==> src/uart_dbg_defs.svh <==
/*
  Constants shared by the UART debug server.
  Holds the baud divider, protocol byte values, field lengths and RAM size.
  Include it in any file that uses one of these values.
*/
`ifndef UART_DBG_DEFS_SVH
`define UART_DBG_DEFS_SVH

// Clock cycles per serial bit
`define UART_DBG_CLKS_PER_BIT 16

// Command bytes sent by the host
`define UART_DBG_CMD_READ  8'h11
`define UART_DBG_CMD_WRITE 8'h12
`define UART_DBG_CMD_EXEC  8'h13

// Reply bytes
`define UART_DBG_ACK 8'h06
`define UART_DBG_EOT 8'h04

// Field lengths in bytes, sent LSB first
`define UART_DBG_ADDR_BYTES 4
`define UART_DBG_LEN_BYTES  2

// On-chip RAM size in bytes; higher addresses wrap around
`define UART_DBG_RAM_BYTES 1024

`endif

==> src/uart_dbg_pkg.sv <==
/*
  Types of the UART debug server.
  Holds the command and controller state enums and the structs for the
  received byte stream and the byte-wide Wishbone bus.
*/
`include "uart_dbg_defs.svh"

package uart_dbg_pkg;

  // Command bytes the controller acts on
  typedef enum logic [7:0] {
    CMD_ACK   = `UART_DBG_ACK,
    CMD_READ  = `UART_DBG_CMD_READ,
    CMD_WRITE = `UART_DBG_CMD_WRITE,
    CMD_EXEC  = `UART_DBG_CMD_EXEC
  } dbg_cmd_e;

  // Controller FSM
  typedef enum logic [2:0] {
    ST_IDLE,
    ST_ADDR,
    ST_LEN,
    ST_ACK,
    ST_RD_DATA,
    ST_WR_DATA,
    ST_EOT,
    ST_EXEC
  } dbg_state_e;

  // One received byte, valid for a single cycle
  typedef struct packed {
    logic       valid;
    logic [7:0] data;
  } byte_strm_t;

  // Wishbone classic, byte wide, master side
  typedef struct packed {
    logic                              cyc;
    logic                              stb;
    logic                              we;
    logic [`UART_DBG_ADDR_BYTES*8-1:0] adr;
    logic [7:0]                        dat;
  } wb_req_t;

  typedef struct packed {
    logic       ack;
    logic [7:0] dat;
  } wb_rsp_t;

endpackage

==> src/uart_rx.sv <==
/*
  8N1 serial receiver.
  Synchronizes the line, finds the start bit and samples each bit at its
  middle. Emits one single-cycle valid byte per good frame and drops frames
  whose stop bit is missing.
*/
`timescale 1ns/1ps
`include "uart_dbg_defs.svh"

module uart_rx (
  input  logic                    clk,
  input  logic                    rst_n_i,
  input  logic                    rx_i,
  output uart_dbg_pkg::byte_strm_t byte_o
);

  localparam int unsigned CLKS  = `UART_DBG_CLKS_PER_BIT;
  localparam int unsigned HALF  = CLKS / 2;
  localparam int unsigned CNT_W = $clog2(CLKS);

  logic [1:0]       sync_q;
  logic             rx_prev_q;
  logic             busy_q;
  logic [CNT_W-1:0] baud_q;
  logic [3:0]       bit_q;
  logic [7:0]       shift_q;
  logic             valid_q;
  logic             rx_s;
  logic             sample;

  // Synchronized line level
  assign rx_s   = sync_q[1];
  assign sample = busy_q && (baud_q == '0);

  always_ff @(posedge clk) begin
    if (!rst_n_i) begin
      sync_q    <= 2'b11;
      rx_prev_q <= 1'b1;
      busy_q    <= 1'b0;
      baud_q    <= '0;
      bit_q     <= '0;
      valid_q   <= 1'b0;
    end else begin
      sync_q    <= {sync_q[0], rx_i};
      rx_prev_q <= rx_s;
      valid_q   <= 1'b0;
      if (!busy_q) begin
        // Falling edge starts a frame, first sample half a bit later
        if (rx_prev_q && !rx_s) begin
          busy_q <= 1'b1;
          baud_q <= CNT_W'(HALF - 1);
          bit_q  <= '0;
        end
      end else if (sample) begin
        baud_q <= CNT_W'(CLKS - 1);
        bit_q  <= bit_q + 4'd1;
        if (bit_q == 4'd0 && rx_s) begin
          // Glitch, not a real start bit
          busy_q <= 1'b0;
        end else if (bit_q == 4'd9) begin
          busy_q  <= 1'b0;
          valid_q <= rx_s;
        end
      end else begin
        baud_q <= baud_q - 1'b1;
      end
    end
  end

  // Data bits arrive LSB first
  always_ff @(posedge clk) begin
    if (sample && bit_q >= 4'd1 && bit_q <= 4'd8) begin
      shift_q <= {rx_s, shift_q[7:1]};
    end
  end

  assign byte_o = '{valid: valid_q, data: shift_q};

endmodule

==> config.mk <==
export PLATFORM = sky130hd
export DESIGN_NAME = uart_rx
export DESIGN_NICKNAME = d
export VERILOG_FILES = /design/src/uart_dbg_pkg.sv /design/src/uart_rx.sv
export VERILOG_INCLUDE_DIRS = /design/src
export SDC_FILE = /design/constraint.sdc
export NUM_CORES = 1
export LEC_CHECK = 0
export BUFFER_PORTS_ARGS = -buffer_cell sky130_fd_sc_hd__buf_2
export CAP_MARGIN = 10
export CORE_AREA = 3 3 48 50
export CTS_CLUSTER_DIAMETER = 60
export CTS_CLUSTER_SIZE = 24
export DETAILED_ROUTE_END_ITERATION = 16
export DIE_AREA = 0 0 51 53
export PLACE_DENSITY = 0.64
export SLEW_MARGIN = 20
export SYNTH_ARGS = -nofsm -noshare
export SYNTH_HDL_FRONTEND = slang
export SYNTH_SLANG_ARGS = --single-unit
export TNS_END_PERCENT = 20
==> constraint.sdc <==
create_clock -name clk -period 1.95 [get_ports clk]
set_input_delay 0.39 -clock clk [delete_from_list [all_inputs] [get_ports clk]]
set_output_delay 0.39 -clock clk [all_outputs]
set_load 0.05 [all_outputs]
; ---- Yosys cells after proc, flatten, opt, wreduce, memory -nomap -nowiden
; Cells that the tools add are included.
; W data, S select, Z words.
[classes]
addsub = 2
n_lt_le_gt_ge = 2
eq_ne = 2
muxes = 11
bitwise = 4
n_reduce_logical = 11
[op_table]
columns = operator, count
row1 = $mux W4, 6
row2 = $logic_not A4 Y1, 2
row3 = $logic_and A1 B1 Y1, 5
row4 = $mux W1, 5
row5 = $reduce_or A5 Y1, 1
row6 = $add A4 B1 Y4 const B, 1
row7 = $eq A4 B4 Y1 const B, 1
row8 = $ge A4 B1 Y1 const B, 1
row9 = $le A4 B4 Y1 const B, 1
row10 = $not A1 Y1, 4
row11 = $sub A4 B1 Y4 const B, 1
row12 = $ne A2 B1 Y1 const B, 1
row13 = $reduce_and A2 Y1, 1
row14 = $reduce_bool A2 Y1, 1
row15 = $logic_not A1 Y1, 1
[word_totals]
ff_bits = 21
in_bits = 3
output_inout_bits = 9
wordCells = 39

; ---- Logic depth before layout (Yosys ltp)
[logic_depth]
word_depth = 5
ltp_mapped = 6
ltp_nobuf = 5

; ---- Worst setup path after synthesis
; No wires, ideal clock.
[synth_timing]
path_type = reg-to-reg
startpoint = register baud_q[0]
endpoint = register shift_q[0], enable pin
setup_time_ns = 0.386
arrival_time_ns = 1.537
required_time_ns = 1.564
setup_slack_ns = 0.027
path_stages_with_launch = 6
n_path_buf = 1
synth_period_minus_slack_ns = 1.923
path_cell_list = dfxtp_1 > inv_1 > ha_1 > nand4bb_1 > buf_2 > a211oi_1
[synth_via]
elab_chain_len = 4
[synth_rtl]
columns = element, line_no
row1 = start: declaration, uart_rx.sv:24  ; logic [CNT_W-1:0] baud_q;
row2 = start signal: assignment, uart_rx.sv:51  ; baud_q <= CNT_W'(HALF - 1);
row3 = start signal: assignment, uart_rx.sv:55  ; baud_q <= CNT_W'(CLKS - 1);
row4 = start signal: assignment, uart_rx.sv:65  ; baud_q <= baud_q - 1'b1;
row5 = $logic_not A4 Y1, uart_rx.sv:33  ; assign sample = busy_q && (baud_q == '0);
row6 = $logic_and A1 B1 Y1, uart_rx.sv:33
row7 = $logic_and A1 B1 Y1 (2 in series), uart_rx.sv:72  ; if (sample && bit_q >= 4'd1 && bit_q <= 4'd8) begin
row8 = end signal: assignment, uart_rx.sv:73  ; shift_q <= {rx_s, shift_q[7:1]};
row9 = end: declaration, uart_rx.sv:26  ; logic [7:0] shift_q;
; Every way passes these cells.
; A chain may end at the register's enable or synchronous reset.

; ---- Worst setup path after layout
[layout_timing]
startpoint = register baud_q[0]
endpoint = register bit_q[3]
[layout_via]
elab_chain_len = 4
[layout_rtl]
columns = element, line_no
row1 = $logic_not A4 Y1, uart_rx.sv:33
row2 = $logic_and A1 B1 Y1, uart_rx.sv:33
row3 = $ne A2 B1 Y1 (no line), -
row4 = $reduce_and A2 Y1 (no line), -
row5 = end signal: assignment, uart_rx.sv:56  ; bit_q <= bit_q + 4'd1;
row6 = end: declaration, uart_rx.sv:25  ; logic [3:0] bit_q;
; Every way passes these cells.

==> summary.md <==
| Metric | Value |
|---|---|
| Core ar. | `1940 µm²` |
| Detailed Route WL | `1.36 mm` |
| Ys flop type | `dfxtp_1` |
| Post-layout min period | `roughly 1.6 ns` |
| CP delay by family, top | `simple AND/OR/NAND/NOR gates` |
| Layout Area Growth over Synthesis | `12.8%` |
| Final ANT Viol Nets | `0` |
| Synth Area in Adders | `between 7 and 8%` |
| Final worst setup slack | `~0.4 ns` |
| Slew HR | `76.7%` |
| Setup slack, reg-to-reg | `0.39 ns` |
| CP Capture Type | `register` |
| Compound-cell area share of the yosys netlist | `between 10% and 20%` |
| Pin count of the biggest net entering global routing | `14` |
| Die width | `51 µm` |
| Power density cells | `761 nW/µm²` |
| Post-synth EDFFs | `8` |
| CP Capture Point | `bit_q[3]` |
| Fmax | `642 MHz` |
| Layout cells sized above 1 | `18.8%` |
| Max Slew Vio Count | `0` |
| Main combinational cell family by area after synthesis | `simple AND/OR/NAND/NOR gates` |
| First-pass GRT wire length | `2.50 mm` |
| Routed vias/inst | `5.03` |
| Worst Path Max Fanout | `8` |
| Switching Share | `24.6%` |
| IO buf count | `11` |
| CTS sink count | `21` |
| Async SR Flop Fraction | `0%` |
| Final nets | `between 100 and 150` |
| Sequential-to-total area share from yosys stat | `a little under three fifths` |
| Slowest cell delay on critical path | `0.35 ns` |
| Layout Skew | `0.00106 ns` |
| Via Count | `619` |
| Max_cap viols | `0` |
| Final Cycle Share | `79.9%` |
| Synth Area in XOR/XNOR | `0%` |
| Clock share of power | `27.8%` |
| Grt ovf | `0` |
| Multiplexer share of the synthesized area | `0%` |
| CTS tree | `yes` |
| Leakage | `between 0.3 and 0.4 nW` |
| Max Root-Sink Buffers | `2` |
| Gr usage total | `between 10% and 20%` |
| Die area | `2700 µm²` |
| Simple-gate area share of the yosys netlist | `17.5%` |
| Seq pwr share | `between 60% and 70%` |
| Synth area leaders | `dfxtp_1 (29%), edfxtp_1 (27%), ha_1 (7.0%)` |
| Mean Syn Cell Area | `10.7 µm²` |
| YS warnings | `0` |
| DP Wirelength | `1.02 mm` |
| Worst IR Drop VDD | `0.378 mV` |
| CP max-delay cell | `dfxtp_1` |
| Yosys reg bits | `21` |
| Die Height | `53 µm` |
| Hold crit path type | `in2reg` |
| Post-Synthesis Cells | `83` |
| Setup-failing EPs final | `0` |
| Drt first pass iters | `4` |
| Worst slew pin tran | `0.349 ns` |
| Logic pwr share | `about a tenth` |
| Mapped cell area | `888 µm²` |
| Most common cell in the netlist | `dfxtp_1` |
| Syn nets | `91` |
| Critical Path Stages | `6` |
| N_diodes | `0` |
| Crit-path cells | `inv_1 > ha_1 > nand4bb_1 > buf_4 > or3_1 > a21oi_1` |
| Starting Density | `45.7%` |
| Drt drc | `0` |
| Yosys cell types | `28` |
| Iteration-0 DRC Markers | `2` |
| RSZ-0062 raised after global routing | `false` |
| Worst flop-to-flop path endpoint | `bit_q[3]` |
| PostCTS Resize Cnt | `0` |
| Worst setup path start | `baud_q[0]` |
| Switch Pwr | `188 µW` |
| Final Hold Viols | `0` |
| Crit path buffers/inverters | `2` |
| GP Congestion | `0.718` |
| CTS root buf | `clkbuf_4` |
| Routed len/inst | `11.1 µm` |
| Worst EP arrival | `1.81 ns` |
| DP Worst Slack | `0.421 ns` |
| Number of setup buffers added after CTS | `0` |
| # rows | `16` |
| Worst R2R Start | `baud_q[0]` |
| CTS clk-pin slew, worst paths | `0.12 ns` |
| Worst skew pair latency | `0.30 ns` |
| Worst endpoint required time | `2.20 ns` |
| Status | `completed` |
| Post-layout util | `between 50% and 60%` |
| I/O Pins | `12` |
| Int Power | `575 µW` |
| Synth cell count leaders | `dfxtp_1 (13), edfxtp_1 (8), nand2_1 (7), nand2b_1 (7), inv_1 (6)` |
| CTS buffer count | `3` |
| H-tree Lvls | `1` |
| Share of the synthesized area in the top cell type | `between 20 and 30%` |
| Vias in the first global route | `between 500 and 600` |
| Initial antenna violation count | `0` |
| Setup TNS | `0 ns` |
| Crit path kind | `reg2reg` |
| CTS Hold Bufs | `0` |
| Worst Setup Start Kind | `register` |
| Biggest area consumer among synthesized cells | `dfxtp_1` |
| R2R cell count | `6` |
-- per-stage QoR --
step	total power, mW	hold slack (ns)	instances	instance area (µm²)
6_report	0.763	0.257	123	1000
4_1_cts	0.772	0.250	123	1000
2_1_floorplan	0.544	0.386	83	888
3_3_place_gp	0.560	0.390	119	972
5_1_grt	0.812	0.232	123	1000
3_5_place_dp	0.561	0.402	119	972
-- power groups by stage --
stage	sequential [mW]	combinational (mW)	clock [mW]
after floorplan	0.486	0.0571	0
after global placement	0.488	0.0717	0
after detailed placement	0.489	0.0724	0
after CTS	0.479	0.0727	0.220
after global routing	0.482	0.0828	0.248
final	0.479	0.0723	0.212
-- cell families after synthesis --
| logic type | after synthesis |
|---|---|
| simple gates | 27 |
| flops | 21 |
| buf+inv | 10 |
| compound gates | 20 |
| fa+ha+maj | 5 |
-- cells in the final DEF (no fill, tap or decap), types with 2 or more instances in the layout --
cell type	Yosys	layout
a21oi_1	5	5
a31oi_1	2	2
buf_2	1	11
buf_4	1	2
clkbuf_4	0	3
dfxtp_1	13	13
edfxtp_1	8	8
ha_1	5	5
inv_1	6	6
nand2_1	7	7
nand2b_1	7	7
nand3_1	2	2
nor2_1	2	2
o21ai_1	3	3
o22ai_1	4	4
o31ai_1	2	2
or3_1	2	2
-- flip-flops by register name (all words and copies together) (netlist names) --
register	count
shift_q	8
bit_q	4
busy_q	1
rx_prev_q	1
sync_q	2
valid_q	1
baud_q	4
-- cell type report --
| cell class | instances | area [µm²] |
|---|---|---|
| Fill cell | 187 | 940 |
| Sequential cell | 21 | 500 |
| Multi-Input combinational cell | 52 | 345 |
| Timing Repair Buffer | 13 | 70.1 |
| Tap cell | 27 | 33.8 |
| Clock buffer | 3 | 22.5 |
| Inverter | 6 | 22.5 |
| Clock inverter | 1 | 7.51 |
-- metal layers --
metal | share of wire, % | up-vias | global-route usage (%)
li1 | - | 324 | -
met1 | 50 | 277 | 14.7
met2 | 43 | 13 | 20.6
met3 | 4.6 | 5 | 2.82
met4 | 2.6 | 0 | 8.07
met5 | 0 | - | 0
-- how the worst min path moves through the flow --
stage                          from   endpoint  cells past startpoint
after floorplan           sync_q[0]  sync_q[1]                      1
after global placement    sync_q[0]  sync_q[1]                      1
after detailed placement  sync_q[0]  sync_q[1]                      1
after CTS                      rx_i  sync_q[0]                      2
after global routing           rx_i  sync_q[0]                      2
final                          rx_i  sync_q[0]                      2
No activity file was read; power rests on OpenSTA's default activity.
