==> src/uart_dbg_defs.svh <==
/*
  Constants shared by the UART debug server.
  Holds the baud divider, protocol byte values, field lengths and RAM size.
  Include it in any file that uses one of these values.
*/
`ifndef UART_DBG_DEFS_SVH
`define UART_DBG_DEFS_SVH

// Clock cycles per serial bit
`define UART_DBG_CLKS_PER_BIT 16

// Command bytes sent by the host
`define UART_DBG_CMD_READ  8'h11
`define UART_DBG_CMD_WRITE 8'h12
`define UART_DBG_CMD_EXEC  8'h13

// Reply bytes
`define UART_DBG_ACK 8'h06
`define UART_DBG_EOT 8'h04

// Field lengths in bytes, sent LSB first
`define UART_DBG_ADDR_BYTES 4
`define UART_DBG_LEN_BYTES  2

// On-chip RAM size in bytes; higher addresses wrap around
`define UART_DBG_RAM_BYTES 1024

`endif

==> src/uart_dbg_pkg.sv <==
/*
  Types of the UART debug server.
  Holds the command and controller state enums and the structs for the
  received byte stream and the byte-wide Wishbone bus.
*/
`include "uart_dbg_defs.svh"

package uart_dbg_pkg;

  // Command bytes the controller acts on
  typedef enum logic [7:0] {
    CMD_ACK   = `UART_DBG_ACK,
    CMD_READ  = `UART_DBG_CMD_READ,
    CMD_WRITE = `UART_DBG_CMD_WRITE,
    CMD_EXEC  = `UART_DBG_CMD_EXEC
  } dbg_cmd_e;

  // Controller FSM
  typedef enum logic [2:0] {
    ST_IDLE,
    ST_ADDR,
    ST_LEN,
    ST_ACK,
    ST_RD_DATA,
    ST_WR_DATA,
    ST_EOT,
    ST_EXEC
  } dbg_state_e;

  // One received byte, valid for a single cycle
  typedef struct packed {
    logic       valid;
    logic [7:0] data;
  } byte_strm_t;

  // Wishbone classic, byte wide, master side
  typedef struct packed {
    logic                              cyc;
    logic                              stb;
    logic                              we;
    logic [`UART_DBG_ADDR_BYTES*8-1:0] adr;
    logic [7:0]                        dat;
  } wb_req_t;

  typedef struct packed {
    logic       ack;
    logic [7:0] dat;
  } wb_rsp_t;

endpackage

==> src/uart_dbg_ctrl.sv <==
/*
  Debug protocol controller.
  Parses read, write, exec and ACK challenge commands from the receiver,
  runs single-beat Wishbone accesses for the data bytes and answers the
  host through the transmitter.
*/
`timescale 1ns/1ps
`include "uart_dbg_defs.svh"

module uart_dbg_ctrl (
  input  logic                                clk,
  input  logic                                rst_n_i,
  input  uart_dbg_pkg::byte_strm_t            rx_byte_i,
  output logic [7:0]                          tx_data_o,
  output logic                                tx_valid_o,
  input  logic                                tx_ready_i,
  output uart_dbg_pkg::wb_req_t               wb_req_o,
  input  uart_dbg_pkg::wb_rsp_t               wb_rsp_i,
  output logic [`UART_DBG_ADDR_BYTES*8-1:0]   exec_addr_o,
  output logic                                exec_valid_o
);

  import uart_dbg_pkg::*;

  localparam int unsigned ADDR_W = `UART_DBG_ADDR_BYTES * 8;
  localparam int unsigned LEN_W  = `UART_DBG_LEN_BYTES * 8;
  localparam int unsigned CNT_W  = $clog2(`UART_DBG_ADDR_BYTES);

  dbg_state_e       state_q;
  dbg_cmd_e         cmd_q;
  logic [CNT_W-1:0] cnt_q;
  logic             cyc_q;
  logic             send_q;
  logic [ADDR_W-1:0] addr_q;
  logic [LEN_W-1:0] len_q;
  logic [7:0]       data_q;
  logic             wb_ack;
  logic             byte_done;

  assign wb_ack = cyc_q && wb_rsp_i.ack;

  // One data byte finished in either direction
  assign byte_done = (state_q == ST_RD_DATA && send_q && tx_ready_i) ||
                     (state_q == ST_WR_DATA && wb_ack);

  //////////////////////////////////////////////////////////////////////
  // Control FSM
  //////////////////////////////////////////////////////////////////////

  always_ff @(posedge clk) begin
    if (!rst_n_i) begin
      state_q <= ST_IDLE;
      cmd_q   <= CMD_ACK;
      cnt_q   <= '0;
      cyc_q   <= 1'b0;
      send_q  <= 1'b0;
    end else begin
      unique case (state_q)
        ST_IDLE: begin
          if (rx_byte_i.valid) begin
            cnt_q <= '0;
            case (rx_byte_i.data)
              CMD_READ, CMD_WRITE, CMD_EXEC: begin
                cmd_q   <= dbg_cmd_e'(rx_byte_i.data);
                state_q <= ST_ADDR;
              end
              CMD_ACK: begin
                cmd_q   <= CMD_ACK;
                state_q <= ST_ACK;
              end
              // Unknown bytes are ignored
              default: state_q <= ST_IDLE;
            endcase
          end
        end
        ST_ADDR: begin
          if (rx_byte_i.valid) begin
            cnt_q <= cnt_q + 1'b1;
            if (cnt_q == CNT_W'(`UART_DBG_ADDR_BYTES - 1)) begin
              cnt_q   <= '0;
              state_q <= (cmd_q == CMD_EXEC) ? ST_EXEC : ST_LEN;
            end
          end
        end
        ST_LEN: begin
          if (rx_byte_i.valid) begin
            cnt_q <= cnt_q + 1'b1;
            if (cnt_q == CNT_W'(`UART_DBG_LEN_BYTES - 1)) begin
              cnt_q   <= '0;
              state_q <= ST_ACK;
            end
          end
        end
        // Launch pulse for one cycle before the ACK
        ST_EXEC: state_q <= ST_ACK;
        ST_ACK: begin
          if (tx_ready_i) begin
            case (cmd_q)
              CMD_READ:  state_q <= (len_q == '0) ? ST_EOT : ST_RD_DATA;
              CMD_WRITE: state_q <= (len_q == '0) ? ST_EOT : ST_WR_DATA;
              default:   state_q <= ST_IDLE;
            endcase
          end
        end
        ST_RD_DATA: begin
          // Fetch a byte, then send it
          if (!cyc_q && !send_q) begin
            cyc_q <= 1'b1;
          end
          if (wb_ack) begin
            cyc_q  <= 1'b0;
            send_q <= 1'b1;
          end
          if (send_q && tx_ready_i) begin
            send_q <= 1'b0;
            if (len_q == LEN_W'(1)) begin
              state_q <= ST_EOT;
            end
          end
        end
        ST_WR_DATA: begin
          if (rx_byte_i.valid && !cyc_q) begin
            cyc_q <= 1'b1;
          end
          if (wb_ack) begin
            cyc_q <= 1'b0;
            if (len_q == LEN_W'(1)) begin
              state_q <= ST_EOT;
            end
          end
        end
        ST_EOT: begin
          if (tx_ready_i) begin
            state_q <= ST_IDLE;
          end
        end
        default: state_q <= ST_IDLE;
      endcase
    end
  end

  // Address and length come in LSB first, then count through the data
  always_ff @(posedge clk) begin
    if (rx_byte_i.valid && state_q == ST_ADDR) begin
      addr_q <= {rx_byte_i.data, addr_q[ADDR_W-1:8]};
    end
    if (rx_byte_i.valid && state_q == ST_LEN) begin
      len_q <= {rx_byte_i.data, len_q[LEN_W-1:8]};
    end
    if (rx_byte_i.valid && state_q == ST_WR_DATA && !cyc_q) begin
      data_q <= rx_byte_i.data;
    end
    if (wb_ack && state_q == ST_RD_DATA) begin
      data_q <= wb_rsp_i.dat;
    end
    if (byte_done) begin
      addr_q <= addr_q + 1'b1;
      len_q  <= len_q - 1'b1;
    end
  end

  //////////////////////////////////////////////////////////////////////
  // Outputs
  //////////////////////////////////////////////////////////////////////

  assign tx_valid_o = (state_q == ST_ACK) || (state_q == ST_EOT) ||
                      (state_q == ST_RD_DATA && send_q);
  assign tx_data_o  = (state_q == ST_ACK) ? `UART_DBG_ACK :
                      (state_q == ST_EOT) ? `UART_DBG_EOT : data_q;

  assign wb_req_o = '{
    cyc: cyc_q,
    stb: cyc_q,
    we:  (cmd_q == CMD_WRITE),
    adr: addr_q,
    dat: data_q
  };

  assign exec_addr_o  = addr_q;
  assign exec_valid_o = (state_q == ST_EXEC);

  // Bus rules toward the RAM
  assert property (@(posedge clk) disable iff (!rst_n_i)
    (wb_req_o.stb && !wb_rsp_i.ack) |=> $stable(wb_req_o))
    else $error("uart_dbg_ctrl: request changed before ack");

endmodule

==> config.mk <==
export PLATFORM = sky130hd
export DESIGN_NAME = uart_dbg_ctrl
export DESIGN_NICKNAME = d
export VERILOG_FILES = /design/src/uart_dbg_pkg.sv /design/src/uart_dbg_ctrl.sv
export VERILOG_INCLUDE_DIRS = /design/src
export SDC_FILE = /design/constraint.sdc
export NUM_CORES = 1
export LEC_CHECK = 0
export BUFFER_PORTS_ARGS = -buffer_cell sky130_fd_sc_hd__buf_2
export CAP_MARGIN = 10
export CORE_MARGIN = 5
export CORE_UTILIZATION = 40
export DETAILED_ROUTE_END_ITERATION = 8
export GPL_ROUTABILITY_DRIVEN = 0
export PLACE_DENSITY_LB_ADDON = 0.1
export SLEW_MARGIN = 40
export SYNTH_ARGS = -nofsm -noshare
export SYNTH_HDL_FRONTEND = slang
export SYNTH_SLANG_ARGS = --single-unit
==> constraint.sdc <==
create_clock -name clk -period 5.1 [get_ports clk]
set_input_delay 1.53 -clock clk [delete_from_list [all_inputs] [get_ports clk]]
set_output_delay 1.53 -clock clk [all_outputs]
set_load 0.005 [all_outputs]
## Word level (Yosys, flattened, before mapping)

Index checks and enable logic that the tools add are counted.
W data, S select, Z words.

- Register bits after elaboration: 71
- Latch bits: 0
- RAM bits: 0
- Bits in read-only memories: 0
- Output and inout port bits: 85
- Word-level logic and storage cells: 109
- Memories: 0

- Add/sub/neg operators: 3
- Multipliers: 0
- Div/mod/pow operators: 0
- Order comparisons: 0
- Equality and inequality tests: 28
- Shift-type cells: 0
- Multiplexer cells: 38
- Bitwise logic cells: 0
- Reductions and logical operators: 32

Operators with widths:

| operator | number |
|---|---|
| $mux W32 | 2 |
| $eq A8 B5 Y1 const B | 6 |
| $mux W3 | 11 |
| $add A32 B1 Y32 const B | 1 |
| $mux W16 | 2 |
| $mux W8 | 4 |
| $pmux W3 S8 | 1 |
| $eq A16 B1 Y1 const B | 1 |
| $logic_not A16 Y1 | 1 |
| $ne A2 B2 Y1 const B | 8 |
| $pmux W8 S2 | 1 |
| $sub A16 B1 Y16 const B | 1 |
| $mux W2 | 7 |
| $eq A3 B3 Y1 const B | 4 |
| $logic_and A1 B1 Y1 | 12 |
| $reduce_bool A2 Y1 | 6 |
| $reduce_and A9 Y1 | 1 |
| $eq A8 B3 Y1 const B | 1 |
| $eq A3 B2 Y1 const B | 2 |
| $mux W1 | 6 |
| $ne A3 B2 Y1 const B | 2 |
| $pmux W2 S3 | 1 |
| $pmux W3 S2 | 1 |
| $reduce_and A3 Y1 | 2 |
| 14 further kinds | 17 |

## Logic depth before layout (Yosys ltp)

- Word-level depth: 5
- Gate-level depth with buffers: 7
- Depth with buffers taken out: 7

## Worst setup path after synthesis

Ideal clock, no wire load.

- Kind: in2reg
- Start point: in tx_ready_i
- End point: reg addr_q[0], in the netlist exec_addr_o[0], enable pin
- Arrival time: 3.449 ns
- Required time: 4.667 ns
- Path slack: 1.218 ns
- Stages: 3
- Cells stage by stage: nand2_1 -> mux2_2 -> o22ai_1

- Longest elaborated chain between the ends: 3

Ends and longest elaborated chain:

| what | RTL line | RTL |
|---|---|---|
| from (decl) | uart_dbg_ctrl.sv:16 | `input logic tx_ready_i,` |
| $logic_and A1 B1 Y1 | uart_dbg_ctrl.sv:43 | `assign byte_done = (state_q == ST_RD_DATA && send_q && tx_ready_i) \|\|` |
| $logic_or A1 B1 Y1 | uart_dbg_ctrl.sv:43 |  |
| $reduce_bool A2 Y1 (no line) | n/a |  |
| to (signal assigned) | uart_dbg_ctrl.sv:145 | `addr_q <= {rx_byte_i.data, addr_q[ADDR_W-1:8]};` |
| to (signal assigned) | uart_dbg_ctrl.sv:157 | `addr_q <= addr_q + 1'b1;` |
| to (decl) | uart_dbg_ctrl.sv:34 | `logic [ADDR_W-1:0] addr_q;` |

Every way passes these cells.
A chain may end at the register's enable or synchronous reset.

## Worst setup path after layout

- Start point: reg state_q[0]
- End point: out tx_data_o[5]

- Longest elaborated chain between the ends: 3
- Elaborated cells on any way between the ends: 4

Ends and longest elaborated chain:

| what | RTL line | RTL |
|---|---|---|
| from (decl) | uart_dbg_ctrl.sv:29 | `dbg_state_e state_q;` |
| from (signal assigned) | uart_dbg_ctrl.sv:81 | `state_q <= (cmd_q == CMD_EXEC) ? ST_EXEC : ST_LEN;` |
| from (signal assigned) | uart_dbg_ctrl.sv:99 | `CMD_READ: state_q <= (len_q == '0) ? ST_EOT : ST_RD_DATA;` |
| from (signal assigned) | uart_dbg_ctrl.sv:100 | `CMD_WRITE: state_q <= (len_q == '0) ? ST_EOT : ST_WR_DATA;` |
| $eq A3 B3 Y1 | uart_dbg_ctrl.sv:169 | `` (state_q == ST_EOT) ? `UART_DBG_EOT : data_q; `` |
| $mux W8 | uart_dbg_ctrl.sv:169 |  |
| $mux W8 * | uart_dbg_ctrl.sv:168 | `` assign tx_data_o = (state_q == ST_ACK) ? `UART_DBG_ACK : `` |
| to (decl) | uart_dbg_ctrl.sv:14 | `output logic [7:0] tx_data_o,` |

Every way passes the cells marked *; elsewhere a longest branch is shown, timed or not.

==> reports/qor.yml <==
synth.cells.most_frequent: "60 x nor2_1, 56 x edfxtp_1, 50 x a21oi_1"
drt_iter0_drc: 173
post_cts_buffers: 0
io_pins: 106
yosysWarnings: 0
final-hold-violation-count: 0
synthTopCellsByArea: "edfxtp_1 38%, dfxtp_1 6.8%, xor2_1 6.4%"
grt_pass1_vias: 3421
leakagePower_nw: 1.86
drive_above_1_share_pct: 28.5
port_buffers: 105
synth_nets: 481
clk_latency_ns: 0.35
setup_viol: 0
holdBufCountCts: 0
post-route-cell-area_um2: 5010
vias_per_cell: 5.22
layout_setup_ws_ns: 1.78
ant_nets: 0
syn_to_final_growth_pct: 13.9
peakVddDrop_mv: 0.170
fp.dieW_um: 115
drt_pass1_iterations: 4
vias: 3496
final_nets: 552
cts_sinks: 71
ys_seq_area_share_pct: 45.0
clock_path_buffers: 2
wire_per_inst_um: 16.2
timing.final.crit_share_pct: 65.1
cts_max_level: 3
hpwl_um: 7940
postLayoutCoreUtil_pct: 46.4
cts_resized: 0
syn_avg_cell_area_um2: 9.69
cts_buffers: 9
cp-end-kind: "output pin"
initial_core_util_pct: 40.8
fin_crit_ns: 3.32
grt_use_total_pct: 16.4
ys_ff_latch: 71
syn_area_um2: 4400
wl_um: 10800
cp_max_fo: 15
worstPathArrival_ns: 1.79
num_rows: 38
dpl_worst_slack_ns: 1.64
worst_pin_slew_ns: 0.579
die_area_um2: 13200
grt_max_degree: 63
rsz0062_at_grt: "no"
yosysUniqueCellTypes: 52
startpoint_type: "flop"
slew_viol_final: 0
synth_edf_count: 56
slew_headroom_pct: 61.1
crit_type: "reg2out"
clockRootBuffer: "clkbuf_8"
cts_tree: "built"
ys_async_sr_fraction_pct: 0
status: "finished clean"
max_cap_violations: 0
hp-class: "reg2reg"
placed_area_um2: 4830
fmax_mhz: 301
ys.flop_type: "edfxtp_1"
synth_most_common_cell: "nor2_1"
n_antenna_cell: 0
die_h_um: 115
hold_ws_ns: 0.467
power_density_nw_per_um2: 335
drcViolationCount: 0
setup_tns_ns: 0
core_um2: 10800
synth_area_leader_cell: "edfxtp_1"
antenna_found_initial: 0
synth_top_area_share_pct: 38.2
fin_skew_ns: 0.0123
required_ns: 3.57
grt.overflow.total: 0
clk_pin_slew_worst_paths_ns: 0.08
syn-instance-count: 454
grt_pass1_wl_um: 17200
==> registers in the layout (all words and copies together), names as in the netlist <==
register / cells
cmd_q: 8
cnt_q: 2
cyc_q: 1
data_q: 8
exec_addr_o: 32
len_q: 16
send_q: 1
state_q: 3
==> final timing paths <==
check	from	to	slack, ns	cells past startpoint
worst min-delay path	cmd_q[7]	cmd_q[7]	0.47	1
worst max-delay path	state_q[0]	tx_data_o[5]	1.78	4
worst max register to register	state_q[0]	exec_addr_o[1]	2.53	5
worst min register to register	cmd_q[7]	cmd_q[7]	0.47	1
==> worst max-delay path, stage by stage, from the launching register on <==
cell     delay [ns]
dfxtp_1        0.67
xor2_1         0.18
nand2_1        0.21
and2_1         0.26
buf_2          0.12
==> cell usage in the layout (no fill, tap or decap), types with 5 or more instances in the layout <==
cell type,netlist,routed
buf_2,11,106
nor2_1,60,59
edfxtp_1,56,56
a21oi_1,50,50
xor2_1,32,32
nand2_1,25,25
nand3_1,19,19
dfxtp_1,15,15
and2_1,14,14
xnor2_1,13,13
nand4_1,12,12
mux2_2,11,11
inv_1,10,10
clkbuf_8,0,10
nor3_1,9,9
and3_1,6,6
a211oi_1,6,6
ha_1,6,6
nand2b_1,5,5
o21ai_0,5,5
==> where the power goes <==
group / total [mW] / leakage, nW / internal (mW) / switching, mW
Clock: 0.418 / 0.0849 / 0.191 / 0.227
Combinational: 0.419 / 1.14 / 0.186 / 0.234
Sequential: 0.842 / 0.629 / 0.718 / 0.124
Total: 1.68 / 1.86 / 1.10 / 0.585
==> layout make-up <==
class | count | area [um^2]
Clock buffer | 10 | 138
Clock inverter | 6 | 45.0
Fill cell | 1074 | 5780
Inverter | 11 | 41.3
Multi-Input combinational cell | 323 | 2070
Sequential cell | 71 | 1980
Tap cell | 140 | 175
Timing Repair Buffer | 109 | 566
==> through the flow <==
step | total power, mW | instances
5_1_grt | 1.79 | 670
3_5_place_dp | 1.28 | 654
4_1_cts | 1.70 | 670
2_1_floorplan | 1.14 | 454
3_3_place_gp | 1.27 | 653
6_report | 1.68 | 670
==> logic make-up after synthesis <==
family / Yosys count / share of synthesized area, %
AND/OR/NAND/NOR: 175 / 20.9
AO/OA/AOI/OAI: 83 / 11.5
flip-flops: 71 / 45.0
buffers and inverters: 60 / 8.33
XOR/XNOR: 45 / 8.96
multiplexers: 14 / 3.50
adder cells (fa/ha/maj): 6 / 1.71
==> per-layer routing <==
metal	vias up	track usage, %	wire [um]
met3	10	3.58	562
met4	0	4.38	99
met1	1662	21.3	4820
met2	86	27.7	5360
met5	-	0	0
li1	1738	-	-
Note: power is estimated with default switching activity, not from simulation.
