===== config.mk =====
export PLATFORM = sky130hd
export DESIGN_NAME = uart_tx
export DESIGN_NICKNAME = d
export VERILOG_FILES = /design/src/uart_tx.sv
export VERILOG_INCLUDE_DIRS = /design/src
export SDC_FILE = /design/constraint.sdc
export NUM_CORES = 1
export LEC_CHECK = 0
export BUFFER_PORTS_ARGS = -buffer_cell sky130_fd_sc_hd__buf_2
export CORE_MARGIN = 1
export CORE_UTILIZATION = 58
export CTS_CLUSTER_DIAMETER = 40
export DETAILED_ROUTE_END_ITERATION = 7
export PLACE_DENSITY = 0.91
export SKIP_CTS_REPAIR_TIMING = 1
export SLEW_MARGIN = 20
export SYNTH_ARGS = -nofsm -noshare
export SYNTH_HDL_FRONTEND = slang
export SYNTH_SLANG_ARGS = --single-unit

===== constraint.sdc =====
create_clock -name clk -period 4.42 [get_ports clk]
set_input_delay 0.442 -clock clk [delete_from_list [all_inputs] [get_ports clk]]
set_output_delay 0.442 -clock clk [all_outputs]
set_load 0.05 [all_outputs]

===== src/uart_dbg_defs.svh =====
/*
  Constants shared by the UART debug server.
  Holds the baud divider, protocol byte values, field lengths and RAM size.
  Include it in any file that uses one of these values.
*/
`ifndef UART_DBG_DEFS_SVH
`define UART_DBG_DEFS_SVH

// Clock cycles per serial bit
`define UART_DBG_CLKS_PER_BIT 16

// Command bytes sent by the host
`define UART_DBG_CMD_READ  8'h11
`define UART_DBG_CMD_WRITE 8'h12
`define UART_DBG_CMD_EXEC  8'h13

// Reply bytes
`define UART_DBG_ACK 8'h06
`define UART_DBG_EOT 8'h04

// Field lengths in bytes, sent LSB first
`define UART_DBG_ADDR_BYTES 4
`define UART_DBG_LEN_BYTES  2

// On-chip RAM size in bytes; higher addresses wrap around
`define UART_DBG_RAM_BYTES 1024

`endif


===== src/uart_tx.sv =====
/*
  8N1 serial transmitter.
  Takes one byte on a valid/ready handshake and sends start bit, eight
  data bits LSB first and stop bit. Ready stays low for the whole frame.
*/
`timescale 1ns/1ps
`include "uart_dbg_defs.svh"

module uart_tx (
  input  logic       clk,
  input  logic       rst_n_i,
  input  logic [7:0] tx_data_i,
  input  logic       tx_valid_i,
  output logic       tx_ready_o,
  output logic       tx_o
);

  localparam int unsigned CLKS  = `UART_DBG_CLKS_PER_BIT;
  localparam int unsigned CNT_W = $clog2(CLKS);

  logic             busy_q;
  logic             tx_q;
  logic [CNT_W-1:0] baud_q;
  logic [3:0]       bit_q;
  // Stop bit above the data bits
  logic [8:0]       shift_q;

  always_ff @(posedge clk) begin
    if (!rst_n_i) begin
      busy_q <= 1'b0;
      tx_q   <= 1'b1;
      baud_q <= '0;
      bit_q  <= '0;
    end else if (!busy_q) begin
      if (tx_valid_i) begin
        // Start bit goes out right away
        busy_q  <= 1'b1;
        tx_q    <= 1'b0;
        shift_q <= {1'b1, tx_data_i};
        baud_q  <= CNT_W'(CLKS - 1);
        bit_q   <= '0;
      end
    end else if (baud_q == '0) begin
      if (bit_q == 4'd9) begin
        // Stop bit done
        busy_q <= 1'b0;
      end else begin
        tx_q    <= shift_q[0];
        shift_q <= {1'b1, shift_q[8:1]};
        bit_q   <= bit_q + 4'd1;
        baud_q  <= CNT_W'(CLKS - 1);
      end
    end else begin
      baud_q <= baud_q - 1'b1;
    end
  end

  assign tx_ready_o = !busy_q;
  assign tx_o       = tx_q;

  // A waiting byte must not move until the frame starts
  assert property (@(posedge clk) disable iff (!rst_n_i)
    (tx_valid_i && !tx_ready_o) |=> (tx_valid_i && $stable(tx_data_i)))
    else $error("uart_tx: byte withdrawn or changed before acceptance");

endmodule


## After elaboration in Yosys (flattened, before gate mapping)

Index checks and enable logic that the tools add are counted.

| cells by class | value |
|---|---|
| add/subtract/negate cells | 2 |
| equality and inequality tests | 4 |
| muxes and demuxes | 20 |
| reduce and logical (&&, ||, !) cells | 6 |

Operator list:

| cell | count |
|---|---|
| $mux W9 | 4 |
| $mux W4 | 8 |
| $mux W1 | 8 |
| $add A4 B1 Y4 const B | 1 |
| $eq A4 B4 Y1 const B | 1 |
| $logic_not A4 Y1 | 1 |
| $reduce_and A4 Y1 | 1 |
| $sub A4 B1 Y4 const B | 1 |
| $ne A3 B3 Y1 const B | 1 |
| $reduce_and A3 Y1 | 1 |
| $ne A2 B1 Y1 const B | 1 |
| $ne A2 B2 Y1 const B | 1 |
| $reduce_and A2 Y1 | 1 |
| $reduce_bool A2 Y1 | 1 |
| $logic_not A1 Y1 | 1 |

| storage, ports and cells | value |
|---|---|
| register bits after elaboration | 19 |
| input port bits | 11 |
| output and inout bits | 2 |
| logic and storage cells | 37 |

## Longest topological paths before layout

Gate-level depths: netlist of the first run.

| logic depth | value |
|---|---|
| depth in word-level cells | 4 |
| mapped depth | 5 |
| mapped depth without buffers | 5 |

## Least setup slack after synthesis of the first run

No wires, ideal clock.

| timing path | value |
|---|---|
| path type | register -> register |
| from | register baud_q[0] |
| to | register shift_q[0] (enable) |
| arrival | 1357 ps |
| data required time | 4045 ps |
| setup slack | 2688 ps |
| cell stages (with the launch flop) | 6 |
| clock period less this slack | 1732 ps |
| cell sequence | dfxtp_1 > inv_1 > ha_1 > and4bb_1 > nand2_1 > a21oi_1 |

| on the way | value |
|---|---|
| cells in the longest elaborated chain, start to end | 3 |

RTL lines:

| what | line | RTL |
|---|---|---|
| from (decl) | uart_tx.sv:23 | `logic [CNT_W-1:0] baud_q;` |
| from (signal assigned) | uart_tx.sv:40 | `baud_q <= CNT_W'(CLKS - 1);` |
| from (signal assigned) | uart_tx.sv:51 | `baud_q <= CNT_W'(CLKS - 1);` |
| from (signal assigned) | uart_tx.sv:54 | `baud_q <= baud_q - 1'b1;` |
| $logic_not A4 Y1 | uart_tx.sv:43 | `end else if (baud_q == '0) begin` |
| $ne A2 B1 Y1 (no line) | - |  |
| $reduce_and A4 Y1 (no line) | - |  |
| to (signal assigned) | uart_tx.sv:39 | `shift_q <= {1'b1, tx_data_i};` |
| to (signal assigned) | uart_tx.sv:49 | `shift_q <= {1'b1, shift_q[8:1]};` |
| to (decl) | uart_tx.sv:26 | `logic [8:0] shift_q;` |

No other way between the ends.
A chain may end at the register's enable or synchronous reset.

## Worst setup path after layout of the first run

| timing path | value |
|---|---|
| from | register busy_q |
| to | register shift_q[6] (enable) |

| on the way | value |
|---|---|
| cells in the longest elaborated chain, start to end | 2 |
| elaborated cells on any way between the ends | 4 |
| classes of those cells | 2 x eq/ne; 2 x reduce/logical |

RTL lines:

| what | line | RTL |
|---|---|---|
| from (decl) | uart_tx.sv:21 | `logic busy_q;` |
| from (signal assigned) | uart_tx.sv:30 | `busy_q <= 1'b0;` |
| from (signal assigned) | uart_tx.sv:37 | `busy_q <= 1'b1;` |
| from (signal assigned) | uart_tx.sv:46 | `busy_q <= 1'b0;` |
| $ne A2 B2 Y1 (no line), or another cell as far along | - |  |
| $reduce_and A4 Y1 (no line) * | - |  |

Every way passes the cells marked *; elsewhere a longest branch is shown, timed or not.

==> results of run 1 <==
## routing by layer
layer | global-route usage (%) | vias to the layer above | part of all wire (%)
met5 | 0 | - | 0
met4 | 10.0 | 0 | 1.8
met3 | 10.3 | 4 | 2.7
met2 | 45.7 | 13 | 54
met1 | 23.2 | 305 | 42
li1 | - | 323 | -
## cells by family (layout without fill, tap and decap cells)
| logic type | count (synthesis) | count (layout) | share of synthesized area, % |
|---|---|---|---|
| buffers and inverters | 11 | 23 | 5.23 |
| AND/OR/NAND/NOR | 24 | 24 | 17.2 |
| flip-flops | 18 | 18 | 49.7 |
| adder cells (fa/ha/maj) | 3 | 3 | 4.24 |
| AO/OA/AOI/OAI | 16 | 16 | 13.6 |
| multiplexers | 8 | 8 | 10.0 |
## power by group through the flow
stage	logic, W	clock network [W]	registers [W]
4_1_cts	0.0000471	0.0000870	0.000196
5_1_grt	0.0000502	0.0000937	0.000198
3_3_place_gp	0.0000437	0	0.000198
3_5_place_dp	0.0000468	0	0.000199
6_report	0.0000465	0.0000835	0.000196
2_1_floorplan	0.0000351	0	0.000198
## metrics by stage
stage                     util [%]  worst slack, ns  total power (W)  hold WS, ns  cells
final                         71.1             2.30         0.000326        0.404    107
after global routing          71.1             2.15         0.000342        0.383    107
after CTS                     71.1             2.28         0.000330        0.395    107
after detailed placement      69.1             2.27         0.000246        0.485    103
after global placement        69.1             2.40         0.000242        0.489    103
after floorplan                  -             2.69         0.000233        0.470     80
## state kept, by name, indices dropped and copies added, names as in the netlist
name	count
busy_q	1
bit_q	4
shift_q	8
tx_o	1
baud_q	4
## final cells by class
class,count,share of cell area (%)
Sequential cell,18,45.4
Timing Repair Buffer,12,6.19
Inverter,7,2.71
Tap cell,15,1.93
Clock inverter,1,0.387
Multi-Input combinational cell,51,41.1
Clock buffer,3,2.32
## worst max path at each step
stage	startpoint	end	slack [ns]	cells past startpoint
2_1_floorplan	baud_q[0]$_SDFFE_PN0P_	shift_q[0]$_DFFE_PP_	2.69	5
3_3_place_gp	busy_q$_SDFF_PN0_	shift_q[4]$_DFFE_PP_	2.40	3
3_5_place_dp	busy_q$_SDFF_PN0_	shift_q[5]$_DFFE_PP_	2.27	3
4_1_cts	busy_q$_SDFF_PN0_	shift_q[6]$_DFFE_PP_	2.28	3
5_1_grt	busy_q$_SDFF_PN0_	shift_q[6]$_DFFE_PP_	2.15	3
6_report	busy_q$_SDFF_PN0_	shift_q[6]$_DFFE_PP_	2.30	3
## synthesized netlist by cell type, types with 2 or more instances
library cell | count | area share, %
a21oi_1 | 5 | 2.8
edfxtp_1 | 8 | 27
ha_1 | 3 | 4.2
o211ai_1 | 2 | 1.7
nand3_1 | 2 | 1.1
nand2_1 | 6 | 2.5
or3_1 | 2 | 1.4
dfxtp_1 | 10 | 23
inv_1 | 7 | 3.0
mux2_2 | 7 | 8.9
nand3b_1 | 2 | 1.7
o221a_2 | 2 | 2.5
## critical path, stage by stage (launching register included)
cell and delay [ns]:
dfxtp_1 0.69, and4bb_1 0.34, nand2_1 0.09, a21oi_1 0.63
==> results.yml, run 1 <==
run_status:
  status: "completed"
global_routing:
  grt_pass1_vias: 575
  grt_pass1_wl_um: 2500
  antenna_found_initial: 0
  overflow: 0
  grt_max_degree: 19
  grt_use_total_pct: 24.6
flow_run:
  maxCapViolCount: 0
setup_path:
  cp-start-kind: "register"
  cp-end-kind: "register"
  cp_data_arrival_time_ns: 2.05
  r2r_slack_ns: 2.30
  worstPathRequired_ns: 4.35
  r2r-start: "busy_q$_SDFF_PN0_"
  cp_max_fo: 18
  reg2regPathDepth: 3
  path_class: "register to register"
  regToRegEndpoint: "shift_q[6]$_DFFE_PP_"
floorplan:
  die-area_um2: 1690
  die_x_um: 41.1
  io_pins: 13
  num_rows: 13
  initial_core_util_pct: 64.8
  chipHeight_um: 41.1
  core_region_area_um2: 1370
cts:
  clk_pin_slew_ns: 0.10
  cts_tree: "built"
  cts_sinks: 18
  clk_latency_ns: 0.29
  cts_root_buf: "clkbuf_4"
  numCtsBuffers: 3
  cts_max_level: 1
  cts.path.max_buffers: 2
power_and_ir_drop:
  power_density_nw_per_um2: 336
  p_sw_w: 0.0000859
  p_sw_share_pct: 26.3
  p_leak_nw: 0.372
  combPwrFrac_pct: 14.3
  p_int_w: 0.000240
  seqPwrFrac_pct: 60.1
  p_clk_share_pct: 25.6
  peakVddDrop_mv: 0.339
layout:
  design_area_um2: 971
  fillers: 112
  syn2layout_area_growth_pct: 9.60
  drive_gt1_share_pct: 28.3
  multi_input_area_um2: 399
  ff_latch_area_um2: 440
  diodes: 0
  final_cell_mix: "buf_2 (12), dfxtp_1 (10), edfxtp_1 (8)"
  final_nets: 107
  final_common_cell: "buf_2"
drt:
  ant_nets: 0
  wl_per_cell_um: 15.8
  drcViolationCount: 0
  vias: 645
  drt_iter0_drc: 4
  viasPerCell: 6.03
  drtPass1Iterations: 4
  drt-total-wl_um: 1690
worst_hold_path:
  min_to: "shift_q[7]$_SDFFCE_PP1P_"
  min_path_cells: 2
  hold_class: "input port to register"
  min-delay-start: "tx_data_i[7]"
timing:
  fmax_mhz: 473
  setup_viol: 0
  period_minus_slack_ns: 2.12
  report.final.slew_viol_count: 0
  hold_viol_final: 0
  max_slew_margin_pct: 47.3
  worst_slew_pin_slew_ns: 0.791
  fin_crit_sh_pct: 47.9
  finClkSkew_ns: 0.00521
  setup_tns_ns: 0
  rsz0062_at_grt: "no"
synth:
  synth_edf_count: 8
  ys_seq_area_share_pct: 49.7
  synth.avg_cell_area_um2: 11.1
  ys_ff_latch: 18
  yosys_most_used_dff: "dfxtp_1"
  synthesis.area_um2: 886
  synth_nets: 94
  syn_inst: 80
  synthArstFlopShare_pct: 0
  ys_types: 36
  yosysWarnings: 0
placement:
  dpl_cell_area_um2: 945
  portBuffers: 12
  place_congestion: 0.878
  hpwl_um: 1280
Note: power is estimated with default switching activity, not from simulation.
==> run 2, diff against run 1 <==
--- a/config.mk
+++ b/config.mk
@@ -6,12 +6,13 @@
 export SDC_FILE = /design/constraint.sdc
 export NUM_CORES = 1
 export LEC_CHECK = 0
+export ABC_AREA = 1
 export BUFFER_PORTS_ARGS = -buffer_cell sky130_fd_sc_hd__buf_2
 export CORE_MARGIN = 1
-export CORE_UTILIZATION = 58
+export CORE_UTILIZATION = 49
 export CTS_CLUSTER_DIAMETER = 40
 export DETAILED_ROUTE_END_ITERATION = 7
-export PLACE_DENSITY = 0.91
+export PLACE_DENSITY = 0.82
 export SKIP_CTS_REPAIR_TIMING = 1
 export SLEW_MARGIN = 20
 export SYNTH_ARGS = -nofsm -noshare
==> constraint.sdc (replaced) <==
create_clock -name clk -period 1.84 [get_ports clk]
set_input_delay 0.184 -clock clk [delete_from_list [all_inputs] [get_ports clk]]
set_output_delay 0.184 -clock clk [all_outputs]
set_load 0.05 [all_outputs]
==> run 2 against run 1 <==
Compared with the run above: sequential power grew 140%; clock-buffer cell count did not move; non-clock buffer count rose by 2; critical path type is now register to output port; largest cell class is now multi-input combinational cells.
==> results.yml, run 2 <==
synth:
  synth.avg_cell_area_um2: 7.74
  yosysWarnings: 0
  synthesis.area_um2: 960
  synth_top_area_cell: "edfxtp_1"
  synthArstFlopShare_pct: 0
  synth_top_area_share_pct: 25.0
  synth.most_common_cell: "nand2_1"
  synth_nets: 138
  synth_common_cells: "nand2_1 (44), inv_1 (13), nor2_1 (12)"
  synth_edf_count: 8
  ys_seq_area_share_pct: 45.9
  synth.area.top_cells: "edfxtp_1 (25%), dfxtp_1 (21%), nand2_1 (17%)"
  syn_inst: 124
  ys_ff_latch: 18
  yosys_most_used_dff: "dfxtp_1"
  ys_types: 20
floorplan:
  chipHeight_um: 46.3
  num_rows: 15
  io_pins: 13
  die-area_um2: 2140
  die_x_um: 46.3
  core_region_area_um2: 1780
  initial_core_util_pct: 53.8
power_and_ir_drop:
  total_power_w: 0.000816
  peakVddDrop_mv: 0.512
  p_leak_nw: 0.503
  seqPwrFrac_pct: 57.3
  power_density_nw_per_um2: 761
  p_int_w: 0.000582
  p_sw_share_pct: 28.7
  p_clk_share_pct: 24.4
  combPwrFrac_pct: 18.3
  p_sw_w: 0.000234
timing:
  report.final.slew_viol_count: 0
  period_minus_slack_ns: 1.64
  worst_slew_pin_slew_ns: 0.384
  setup_tns_ns: 0
  rsz0062_at_grt: "no"
  setup_viol: 0
  fmax_mhz: 612
  hold_viol_final: 0
  max_slew_margin_pct: 74.4
  finClkSkew_ns: 0.00968
  fin_crit_sh_pct: 88.9
cts:
  numCtsBuffers: 3
  cts.path.max_buffers: 2
  clk_latency_ns: 0.30
  cts_tree: "built"
  cts_root_buf: "clkbuf_4"
  clk_pin_slew_ns: 0.10
  cts_max_level: 1
  cts_sinks: 18
worst_hold_path:
  hold_class: "input port to register"
setup_path:
  worstPathRequired_ns: 1.66
  cp-end-kind: "output port"
  cp-start-kind: "register"
  cp_max_fo: 12
  cp_data_arrival_time_ns: 1.45
  path_class: "register to output port"
global_routing:
  grt_pass1_wl_um: 2900
  grt_use_total_pct: 19.6
  antenna_found_initial: 0
  grt_max_degree: 13
  overflow: 0
  grt_pass1_vias: 701
layout:
  drive_gt1_share_pct: 22.3
  reg_top3: "shift_q x8, baud_q x4, bit_q x4"
  diodes: 0
  final_common_cell: "nand2_1"
  largest_reg_flops: 8
  final_cell_mix: "nand2_1 (44), inv_1 (13), nor2_1 (12), buf_2 (12), dfxtp_1 (10)"
  design_area_um2: 1070
  regMostFlops: "shift_q"
  final_nets: 154
  syn2layout_area_growth_pct: 11.7
placement:
  place_congestion: 0.849
  dpl_cell_area_um2: 1050
  hpwl_um: 1260
  portBuffers: 12
drt:
  drt-total-wl_um: 1660
  vias: 772
  drcViolationCount: 0
  viasPerCell: 4.71
  wl_per_cell_um: 10.1
  drtPass1Iterations: 4
  ant_nets: 0
  drt_iter0_drc: 20
flow_run:
  maxCapViolCount: 0
run_status:
  status: "completed"
==> run 2: power groups by stage <==
| stage | clock [W] | combinational (W) | sequential, W |
|---|---|---|---|
| after floorplan | 0 | 0.000110 | 0.000477 |
| after global placement | 0 | 0.000144 | 0.000475 |
| after detailed placement | 0 | 0.000149 | 0.000477 |
| after CTS | 0.000204 | 0.000151 | 0.000467 |
| after global routing | 0.000220 | 0.000171 | 0.000472 |
| final | 0.000199 | 0.000150 | 0.000468 |
==> run 2: cell families after synthesis <==
logic type | share of synthesized area, %
AND/OR/NAND/NOR | 35.9
buffers and inverters | 7.95
flip-flops | 45.9
AO/OA/AOI/OAI | 5.48
adder cells (fa/ha/maj) | 3.91
XOR/XNOR | 0.913
==> run 2: worst max-delay path, stage by stage (launching register included) <==
cell and delay, ns:
dfxtp_1 0.56, buf_4 0.25, inv_2 0.12, buf_2 0.23
==> run 2: through the flow <==
stage	instances	hold slack [ns]	util [%]	setup WS [ns]
6_report	164	0.136	60.1	0.205
5_1_grt	164	0.141	60.1	0.0807
4_1_cts	164	0.131	60.1	0.189
3_5_place_dp	160	0.449	58.7	0.240
3_3_place_gp	160	0.445	58.7	0.316
2_1_floorplan	124	0.304	-	0.165
==> run 2: final cells by class <==
class | count | area (um^2)
Multi-Input combinational cell | 88 | 443
Clock buffer | 3 | 22.5
Timing Repair Buffer | 14 | 75.1
Clock inverter | 1 | 3.75
Inverter | 15 | 56.3
Sequential cell | 18 | 440
Tap cell | 25 | 31.3
Fill cell | 175 | 711
==> run 2: routing by layer <==
metal  track usage (%)  part of all wire (%)  routed length, um  vias up
met5                 0                     0                  0        -
met4              10.0                   1.9                 31        0
met3              3.92                   4.0                 67        2
met2              31.0                    47                775       20
met1              25.1                    47                781      335
li1                  -                     -                  -      415
==> run 2: worst paths after layout <==
kind / slack, ns / cells past startpoint / to / from
worst max-delay path: 0.20 / 3 / tx_ready_o / busy_q$_SDFF_PN0_
worst max register to register: 0.22 / 7 / shift_q[6]$_DFFE_PP_ / baud_q[0]$_SDFFE_PN0P_
worst min register to register: 0.49 / 2 / tx_o$_SDFFE_PN1P_ / tx_o$_SDFFE_PN1P_
worst min-delay path: 0.14 / 2 / shift_q[7]$_SDFFCE_PP1P_ / tx_data_i[7]
